$ cat src/logic/video_pkg.sv
// ----------------------------------------
// Shared widths and enums of the video subsystem
// Screen codes sit below FONT_BASE_DEF, font rows from it on
// ----------------------------------------
package video_pkg;

    localparam int DATA_W        = 8;     // Memory data and register width
    localparam int MEM_ADDR_W    = 12;    // Video memory address width
    localparam int FONT_BASE_DEF = 2048;  // Default first font word

    typedef enum logic [3:0] {
        REG_H_TOTAL    = 4'd0,
        REG_H_DISP     = 4'd1,
        REG_H_SYNC_POS = 4'd2,
        REG_H_SYNC_W   = 4'd3,
        REG_V_TOTAL    = 4'd4,
        REG_V_DISP     = 4'd5,
        REG_V_SYNC_POS = 4'd6,
        REG_V_SYNC_W   = 4'd7,
        REG_CHAR_H     = 4'd8,
        REG_START_HI   = 4'd9,
        REG_START_LO   = 4'd10
    } crtc_reg_e;

    typedef enum logic [1:0] {
        OWN_NONE,
        OWN_FETCH,
        OWN_CPU
    } arb_owner_e;

    typedef enum logic [1:0] {
        F_IDLE,
        F_CODE,
        F_FONT,
        F_HOLD
    } fetch_state_e;

endpackage

$ cat src/logic/char_fetch.sv
// ----------------------------------------
// Fetches screen code then font row once per displayed slot
// Relies on the arbiter granting it in the cycle it asks
// ----------------------------------------
`timescale 1ns/1ns

module char_fetch #(
    parameter int FONT_BASE = video_pkg::FONT_BASE_DEF
) (
    input  logic                              cclk,
    input  logic                              rst_n_i,
    input  logic                              char_tick_i,
    input  logic [10:0]                       ma_i,
    input  logic [2:0]                        ra_i,
    input  logic                              de_i,
    input  logic                              fetch_ready_i,
    input  logic [video_pkg::DATA_W-1:0]      fetch_rdata_i,
    input  logic                              fetch_rvalid_i,
    output logic                              fetch_valid_o,
    output logic                              fetch_we_o,
    output logic [video_pkg::MEM_ADDR_W-1:0]  fetch_addr_o,
    output logic [video_pkg::DATA_W-1:0]      row_bits_o,
    output logic                              reverse_o
);
    localparam logic [video_pkg::MEM_ADDR_W-1:0] FONT_ADDR =
        FONT_BASE[video_pkg::MEM_ADDR_W-1:0];

    video_pkg::fetch_state_e      state_q;
    video_pkg::fetch_state_e      state_d;
    logic                         slot_start_q;  // Cycle 0 of a slot
    logic [video_pkg::DATA_W-1:0] code_q;

    always_comb begin
        state_d       = state_q;
        fetch_valid_o = 1'b0;
        fetch_addr_o  = {1'b0, ma_i};
        case (state_q)
            video_pkg::F_IDLE, video_pkg::F_HOLD: begin
                if (slot_start_q && de_i) begin
                    fetch_valid_o = 1'b1;            // Screen code request
                    if (fetch_ready_i) begin
                        state_d = video_pkg::F_CODE;
                    end
                end else if (slot_start_q) begin
                    state_d = video_pkg::F_IDLE;     // Blank slot
                end
            end
            video_pkg::F_CODE: begin
                if (fetch_rvalid_i) begin
                    state_d = video_pkg::F_FONT;
                end
            end
            video_pkg::F_FONT: begin
                fetch_valid_o = 1'b1;
                fetch_addr_o  = FONT_ADDR + {2'b0, code_q[6:0], ra_i};
                if (fetch_ready_i) begin
                    state_d = video_pkg::F_HOLD;
                end
            end
            default: state_d = video_pkg::F_IDLE;
        endcase
    end

    always_ff @(posedge cclk) begin
        if (!rst_n_i) begin
            state_q      <= video_pkg::F_IDLE;
            slot_start_q <= 1'b1;                    // Counters start at pixel 0
        end else begin
            state_q      <= state_d;
            slot_start_q <= char_tick_i;
        end
    end

    always_ff @(posedge cclk) begin
        if (state_q == video_pkg::F_CODE && fetch_rvalid_i) begin
            code_q <= fetch_rdata_i;
        end
        if (state_q == video_pkg::F_HOLD && fetch_rvalid_i) begin
            row_bits_o <= fetch_rdata_i;             // Font row arrives in cycle 3
        end
    end

    assign fetch_we_o = 1'b0;
    assign reverse_o  = code_q[7];

    // Both reads finish before the shifter loads
    a_done_by_tick: assert property (@(posedge cclk) disable iff (!rst_n_i)
        char_tick_i |-> (state_q == video_pkg::F_HOLD || state_q == video_pkg::F_IDLE));

endmodule

$ cat config.mk
export PLATFORM = sky130hd
export DESIGN_NAME = char_fetch
export DESIGN_NICKNAME = d
export VERILOG_FILES = /design/src/logic/video_pkg.sv /design/src/logic/char_fetch.sv
export SDC_FILE = /design/constraint.sdc
export NUM_CORES = 1
export LEC_CHECK = 0
export BUFFER_PORTS_ARGS = -buffer_cell sky130_fd_sc_hd__buf_2
export CAP_MARGIN = 20
export CORE_MARGIN = 2
export CORE_UTILIZATION = 42
export CTS_CLUSTER_DIAMETER = 60
export CTS_CLUSTER_SIZE = 40
export DETAILED_ROUTE_END_ITERATION = 16
export MAX_ROUTING_LAYER = met4
export PLACE_DENSITY = 0.8
export REMOVE_ABC_BUFFERS = 1
export SLEW_MARGIN = 10
export SYNTH_ARGS = -nofsm -noshare
export SYNTH_HDL_FRONTEND = slang
export SYNTH_SLANG_ARGS = --single-unit
export TNS_END_PERCENT = 1
$ cat constraint.sdc
create_clock -name cclk -period 2.1 [get_ports cclk]
set_input_delay 0.105 -clock cclk [delete_from_list [all_inputs] [get_ports cclk]]
set_output_delay 0.105 -clock cclk [all_outputs]
set_load 0.1 [all_outputs]
==> run_results.csv, run 1 <==
group,metric,value,unit
placement,placed_area,0.00113,sq mm
critical_path,worstSetupPathType,"reg -> out",
critical_path,r2r-start,"state_q[0]",
critical_path,critPathMaxFanout,15,
global_route,grt_usage,15.9,%
placement,hpwl,1330,microns
clocking,numClockSinks,19,
floorplan,die_y,49.4,microns
global_route,grt_max_degree,16,
floorplan,die_w,49.4,microns
finish,layout_common_cells,"buf_2, edfxtp_1, mux2_2, dlygate4sd3_1",
critical_path,worst_ep_required_time,2.00,ns
detailed_routing,detail-route-antenna-nets,0,
synth,ys.warnings.count,0,
timing,timing.fmax,522,MHz
detailed_routing,drt-initial-drc-count,14,
pwr,p_leak,0.560,nW
synth,synth_cells,58,
finish,diodes,0,
synth,yosysTopAreaCell,"edfxtp_1",
detailed_routing,viasPerCell,4.73,
critical_path,critPathLaunch,"state_q[0]",
clocking,clkTransAtPathRegs,0.11,ns
timing,period_minus_slack,1.92,ns
global_route,grt_pass1_wl,2830,microns
critical_path,arrival,1.81,ns
finish,stdcell_area,0.00127,sq mm
placement,io_buffers,49,
floorplan,design.die.area,0.00244,sq mm
timing,hold_viol,0,
finish,drive_gt1_share,56.3,%
synth,synth_area_leaders,"edfxtp_1, mux2_2, dfxtp_1",
synth,synth_seq_cells,19,
timing,worst_clock_skew,0.00269,ns
critical_path,start_kind,"flop",
clocking,cts_tree,"built",
critical_path,end_kind,"primary output",
synth,synthDominantCellAreaShare,55.6,%
hold_path,hold_class,"in -> reg",
detailed_routing,drc,0,
synth,yosysSeqAreaShare,62.5,%
critical_path,cpPeakStageDelay,0.39,ns
synth,synth.distinct_cells,22,
critical_path,slowest_stage,"mux2_2",
clocking,clockBufferDepth,2,
clocking,cts_buffers,3,
timing,setup_violations,0,
hold_path,hp-start,"rst_n_i",
clocking,insertion_delay,0.30,ns
floorplan,fp.coreArea,0.00194,sq mm
finish,fillCellCount,167,
global_route,grt_pass1_vias,619,
synth,synth_area,865,sq um
finish,layout_commonest_cell,"buf_2",
run,cap_violations,0,
run_status,status,"finished clean",
timing,slew_violations,0,
timing,hold_slack,0.0644,ns
finish,fin_nets,152,
floorplan,io_pins,51,
clocking,root_buffer,"clkbuf_4",
detailed_routing,finalWirelength,1870,microns
detailed_routing,wl_per_cell,12.8,microns
detailed_routing,num_vias,690,
placement,gp_congestion,0.728,
finish,area_delta_synth_final,46.5,%
synth,synth.avg_cell_area,14.9,sq um
timing,tns,0,ns
floorplan,initial_core_util,44.5,%
pwr,p_per_area,1420,mW/mm^2
timing,grt_setup_unrepaired,"no",
clocking,htreeDepth,1,
floorplan,core.rowCount,16,
global_route,grt_overflow_total,0,
timing,finalCritPeriodShare,91.2,%
pwr,irDropWorstVdd,0.722,mV
global_route,grt_antenna_before_repair,0,
detailed_routing,firstDrtPassIters,4,
clocking,post_cts_buffers,0,
critical_path,path_cells,"inv_1, ha_2, mux2_2, buf_2",
registers in the layout (all words and copies together), names as in the netlist:
signal        flops
slot_start_q      1
code_q            8
state_q           2
row_bits_o        8
final timing paths:
kind	slack [ns]	depth (start not counted)	end
worst max-delay path	0.18	4	fetch_addr_o[7]
worst min-delay path	0.06	2	state_q[1]
worst max register to register	0.47	5	state_q[0]
worst min register to register	0.61	2	state_q[1]
kinds of logic after synthesis:
logic type	share of synthesized area, %
flops	62.5
buf+inv	3.18
simple gates	7.81
fa+ha+maj	5.79
mux	13.0
compound gates	7.23
other cells	0.434
final cells by class:
type,instances,area [sq um],area share (%)
Clock inverter,1,7.51,0.593
Sequential cell,19,541,42.7
Inverter,4,15.0,1.19
Multi-Input combinational cell,33,299,23.6
Tap cell,27,33.8,2.67
Timing Repair Buffer,59,348,27.5
Clock buffer,3,22.5,1.78
metrics by stage:
| step | util, % | setup WS, ns | total power, mW | std cells |
|---|---|---|---|---|
| global route | 65.2 | 0.0738 | 1.88 | 146 |
| CTS | 65.1 | 0.102 | 1.80 | 146 |
| global placement | 58.2 | 0.380 | 1.57 | 132 |
| detailed placement | 58.2 | 0.310 | 1.59 | 132 |
| finish | 65.2 | 0.185 | 1.80 | 146 |
| floorplan | - | -1.08 | 1.44 | 56 |
synth_stat cells, drive strengths merged:
cell type	instances
o311a	1
nand2b	1
mux2	10
a211o	1
nor2b	3
o31ai	1
inv	4
o21ai	1
nor2	2
a21oi	1
and4b	1
nand2	1
nand3	1
o221a	1
conb	1
a2111oi	1
dfxtp	3
edfxtp	16
and2	2
ha	4
buf	2
critical path, delay by kind of cell (launching register included):
| kind | cells | cell delay (ns) |
|---|---|---|
| adder cells (fa/ha/maj) | 1 | 0.38 |
| buffers and inverters | 2 | 0.37 |
| flip-flops | 1 | 0.37 |
| multiplexers | 1 | 0.39 |
timing repair:
| item | 4_1_cts | 5_1_grt |
|---|---|---|
| hold buffers | 10 | 0 |
| endpoints found under the setup margin | 8 | 1 |
| cloned | 0 | 0 |
| resized for setup | 1 | 1 |
| hold endpoints to repair | 17 | 0 |
power breakdown:
part	switching (mW)	internal (mW)	leakage (nW)	total, mW
clock	0.117	0.0726	0.0139	0.189
combinational	0.852	0.264	0.376	1.12
sequential	0.0289	0.465	0.170	0.493
total	0.998	0.801	0.560	1.80
metal layers:
| layer | part of all wire [%] | GRT usage, % | vias up |
|---|---|---|---|
| met2 | 55 | 27.0 | 26 |
| li1 | - | - | 336 |
| met3 | 4.7 | 2.15 | 4 |
| met1 | 39 | 18.9 | 324 |
| met4 | 1.1 | 6.94 | 0 |
| met5 | 0 | - | - |
Note: power is estimated with default switching activity, not from simulation.
==> run 2: changes to the inputs <==
Settings changed: PLACE_DENSITY 0.8 to 0.81.
==> run 2 against run 1 <==
Compared with the run above: worst setup slack got worse by 0.046 ns; hold slack got worse by 0.053 ns; critical endpoint is now fetch_valid_o; fmax fell by 2.4%; non-clock buffer count fell by 2; sequential share of layout area rose by 0.90 points; clock power fell by 8%; largest power group unchanged; cell count fell by 1.4%; largest cell class unchanged.
==> run_results.csv, run 2 (synthesis gave the netlist of run 1 again) <==
group,metric,value,unit
run_status,status,"finished clean",
floorplan,fp.coreArea,0.00194,sq mm
global_route,grt_pass1_wl,2890,microns
global_route,grt_usage,15.7,%
critical_path,end_kind,"primary output",
detailed_routing,detail-route-antenna-nets,0,
timing,setup_violations,0,
clocking,htreeDepth,1,
detailed_routing,wl_per_cell,12.9,microns
finish,layout_commonest_cell,"buf_2",
timing,finalCritPeriodShare,93.4,%
clocking,insertion_delay,0.28,ns
clocking,clkTransAtPathRegs,0.10,ns
pwr,p_leak,0.554,nW
critical_path,r2r-start,"state_q[0]",
timing,hold_viol,0,
global_route,grt_pass1_vias,702,
critical_path,reg2reg_to,"state_q[0]",
finish,drive_gt1_share,56.4,%
hold_path,holdPathStages,1,
finish,fin_nets,150,
pwr,total_power,1.78,mW
detailed_routing,firstDrtPassIters,3,
detailed_routing,viasPerCell,4.74,
clocking,root_buffer,"clkbuf_4",
finish,area_delta_synth_final,43.4,%
critical_path,reg2reg_slack,0.47,ns
clocking,cts_tree,"built",
critical_path,worst_r2r_path_depth,5,
floorplan,design.die.area,0.00244,sq mm
timing,slew_violations,0,
critical_path,critPathMaxFanout,7,
placement,hpwl,1400,microns
floorplan,initial_core_util,44.5,%
critical_path,start_kind,"flop",
pwr,irDropWorstVdd,0.940,mV
detailed_routing,finalWirelength,1850,microns
floorplan,core.rowCount,16,
critical_path,arrival,1.86,ns
global_route,grt_antenna_before_repair,0,
pwr,p_per_area,1430,mW/mm^2
finish,top_regs,"code_q (8), row_bits_o (8), state_q (2)",
timing,grt_setup_unrepaired,"no",
detailed_routing,num_vias,683,
floorplan,io_pins,51,
floorplan,die_y,49.4,microns
floorplan,die_w,49.4,microns
finish,diodes,0,
placement,gp_congestion,0.808,
global_route,grt_overflow_total,0,
placement,io_buffers,49,
hold_path,holdPathEnd,"row_bits_o[3]",
timing,timing.fmax,510,MHz
timing,period_minus_slack,1.96,ns
run,cap_violations,0,
critical_path,worst_ep_required_time,2.00,ns
global_route,grt_max_degree,16,
clocking,clockBufferDepth,2,
clocking,numClockSinks,19,
hold_path,hold_class,"in -> reg",
detailed_routing,drt-initial-drc-count,12,
timing,worst_clock_skew,0.000828,ns
finish,layout_common_cells,"buf_2, edfxtp_1, mux2_2",
finish,fin_util,63.9,%
timing,tns,0,ns
clocking,cts_buffers,3,
critical_path,worstSetupPathType,"reg -> out",
hold_path,hp-start,"fetch_rdata_i[3]",
detailed_routing,drc,0,
[run 2: stage by stage]
step	cells	cell area, sq um	setup WS [ns]	hold slack [ns]
6_report	144	1240	0.138	0.0115
5_1_grt	144	1240	0.0367	0.000407
4_1_cts	140	1200	0.0273	0.000363
3_5_place_dp	132	1130	0.332	0.296
3_3_place_gp	132	1130	0.378	0.289
2_1_floorplan	56	852	-1.08	0.178
[run 2: final cells by class]
cell class / count / area [sq um]
fillers: 157 / 702
multi-input cells: 33 / 299
repair buffers: 57 / 325
inverters: 4 / 15.0
well taps: 27 / 33.8
clock buffers: 4 / 26.3
flip-flops and latches: 19 / 541
[run 2: what timing repair did]
action / 4_1_cts / 5_1_grt
setup endpoints to repair: 0 / 11
resized for setup: 0 / 1
hold buffers: 4 / 4
endpoints found under the hold margin: 7 / 8
buffers inserted: 0 / 0
[run 2: worst max-delay path by stage]
stage | from | to | cells after the start
after global placement | state_q[0] | fetch_addr_o[6] | 4
after detailed placement | state_q[0] | state_q[0] | 5
after floorplan | state_q[0] | fetch_valid_o | 4
final | state_q[0] | fetch_valid_o | 5
after global routing | state_q[0] | fetch_valid_o | 5
after CTS | state_q[0] | fetch_addr_o[2] | 4
[run 2: routing by layer]
metal,global-route usage [%],share of wire (%),vias up
met5,-,0,-
met4,5.56,1.5,0
met3,3.07,6.0,4
met2,29.3,52,30
met1,16.3,40,315
li1,-,-,334
[run 2: worst max-delay path, cell delays in order, from the launching register on]
cell and delay [ns]:
dfxtp_1 0.42, inv_1 0.07, ha_2 0.40, nand3_1 0.10, a21oi_1 0.14, buf_2 0.43
[run 2: where the power goes]
group	leakage (nW)	switching, mW	total, mW	internal (mW)
combinational	0.369	0.857	1.11	0.257
clock	0.0150	0.100	0.174	0.0737
sequential	0.170	0.0267	0.491	0.465
total	0.554	0.984	1.78	0.795
==> run 3: changes to the inputs <==
Settings changed: BUFFER_PORTS_ARGS -buffer_cell sky130_fd_sc_hd__buf_2 to not set, CORE_UTILIZATION 42 to 40, DONT_BUFFER_PORTS set to 1, PLACE_DENSITY 0.81 to 0.54.
==> run 3 against run 2 <==
Compared with the run above: power rose by 14%; non-clock buffer count fell by 25; wire length decreased by 9.3%; global-route usage fell by 0.90 points; largest cell class unchanged; hold slack better by 0.077 ns; clock power increased by 2%; fmax increased by 7.5%; via count fell by 14%; clock skew increased by 0.0061 ns; sequential power about the same; cell count shrank 17%.
==> run_results.csv, run 3 (synthesis gave the netlist of run 1 again) <==
group,metric,value,unit
run_status,status,"finished clean",
critical_path,critPathLaunch,"state_q[0]",
global_route,grt_use_met3,4.17,%
detailed_routing,wl_per_cell,14.1,microns
finish,multiInputGateArea,305,sq um
critical_path,critPathTopFamily,"flip-flops",
finish,fin_util,66.2,%
critical_path,critPathMaxFanout,7,
critical_path,cp-endpoint,"fetch_valid_o",
timing,finalCritPeriodShare,86.9,%
floorplan,die_w,50.5,microns
timing,period_minus_slack,1.82,ns
critical_path,path_cells,"inv_1, ha_2, nand3_1, a21oi_2, buf_12",
global_route,grt_usage,14.8,%
critical_path,r2r-start,"state_q[0]",
clocking,cts_tree,"built",
clocking,insertion_delay,0.29,ns
clocking,clkTransAtPathRegs,0.10,ns
timing,worst_clock_skew,0.00695,ns
placement,gp_congestion,0.863,
critical_path,reg2reg_to,"state_q[0]",
finish,stdcell_area,0.00133,sq mm
detailed_routing,viasPerCell,4.92,
critical_path,cpPeakStageDelay,0.42,ns
placement,place_ws,0.496,ns
critical_path,worst_r2r_path_depth,5,
timing,worst_slack,0.275,ns
timing,slew_violations,0,
timing,setup_violations,0,
timing,tns,0,ns
global_route,grt_max_degree,16,
placement,io_buffers,0,
critical_path,arrival,1.72,ns
clocking,numClockSinks,19,
critical_path,crit_buf_inv,2,
placement,hpwl,1250,microns
floorplan,initial_core_util,43.2,%
global_route,grt_pass1_wl,2670,microns
finish,layout_common_cells,"edfxtp_1, buf_12, buf_4",
critical_path,end_kind,"primary output",
timing,grt_setup_unrepaired,"no",
pwr,total_power,2.02,mW
floorplan,io_pins,51,
placement,placed_area,0.00120,sq mm
critical_path,reg2reg_slack,0.49,ns
pwr,p_per_area,1520,mW/mm^2
floorplan,design.die.area,0.00255,sq mm
finish,stdcell_count,119,
detailed_routing,finalWirelength,1680,microns
timing,hold_slack,0.0886,ns
clocking,root_buffer,"clkbuf_4",
clocking,htreeDepth,1,
detailed_routing,detail-route-antenna-nets,0,
timing,timing.fmax,548,MHz
hold_path,hold_class,"in -> reg",
finish,fillCellCount,147,
pwr,p_leak,0.526,nW
finish,drive_gt1_share,45.7,%
global_route,grt_pass1_vias,565,
global_route,grt.met1_usage,16.6,%
finish,diodes,0,
global_route,grt_overflow_total,0,
detailed_routing,drc,0,
timing,hold_viol,0,
critical_path,worst_ep_required_time,2.00,ns
critical_path,slowest_stage,"dfxtp_1",
global_route,grt_antenna_before_repair,0,
clocking,cts_buffers,3,
finish,top_regs,"code_q (8), row_bits_o (8), state_q (2)",
placement,dp.cells,105,
detailed_routing,num_vias,586,
pwr,irDropWorstVdd,1.21,mV
global_route,busiest_layer,"met2",
critical_path,start_kind,"flop",
detailed_routing,firstDrtPassIters,3,
floorplan,die_y,50.5,microns
critical_path,worstSetupPathType,"reg -> out",
finish,layout_commonest_cell,"edfxtp_1",
finish,area_delta_synth_final,53.3,%
floorplan,core.rowCount,16,
finish,regArea,541,sq um
floorplan,fp.coreArea,0.00200,sq mm
global_route,grtUsageMet2,23.9,%
detailed_routing,drt-initial-drc-count,2,
clocking,clockBufferDepth,2,
run,cap_violations,0,
critical_path,cp_num_cells,5,
finish,fin_nets,125,
run 3: changes by cell type in the layout (fill, tap and decap cells not counted), sizes merged:
cell	delta
clkinv	+1
clkbuf	-1
buf	-27
dlygate4sd3	+2
run 3: cell type report:
type	instances	share of cell area [%]
Sequential cell	19	40.8
Timing Repair Buffer	32	30.4
Multi-Input combinational cell	33	23.0
Tap cell	27	2.55
Clock buffer	3	1.70
Inverter	4	1.13
Clock inverter	1	0.378
run 3: worst register-to-register path: stages (launching register included):
cell     delay (ns)
dfxtp_1        0.42
inv_1          0.07
ha_2           0.30
nor2b_1        0.22
a211o_1        0.23
o221a_2        0.27
run 3: worst min path at each step:
stage,cells past startpoint,endpoint,start
5_1_grt,2,state_q[1],fetch_ready_i
6_report,2,state_q[1],fetch_ready_i
2_1_floorplan,1,slot_start_q,rst_n_i
3_3_place_gp,1,slot_start_q,rst_n_i
4_1_cts,2,state_q[1],fetch_ready_i
3_5_place_dp,1,slot_start_q,rst_n_i
run 3: timing repair:
action,CTS,global route
hold endpoints to repair,19,0
hold buffers,10,0
buffers inserted,0,0
gates resized for setup,0,0
run 3: report_power, final:
group          total [mW]  switching (mW)  internal [mW]
registers           0.492          0.0271          0.465
clock network       0.178           0.107         0.0708
logic                1.35           0.890          0.461
run 3: metal layers:
metal  part of all wire [%]  vias up
met5                      0        -
met4                    2.1        0
met3                    9.0        4
met2                     48       30
met1                     41      271
li1                       -      281
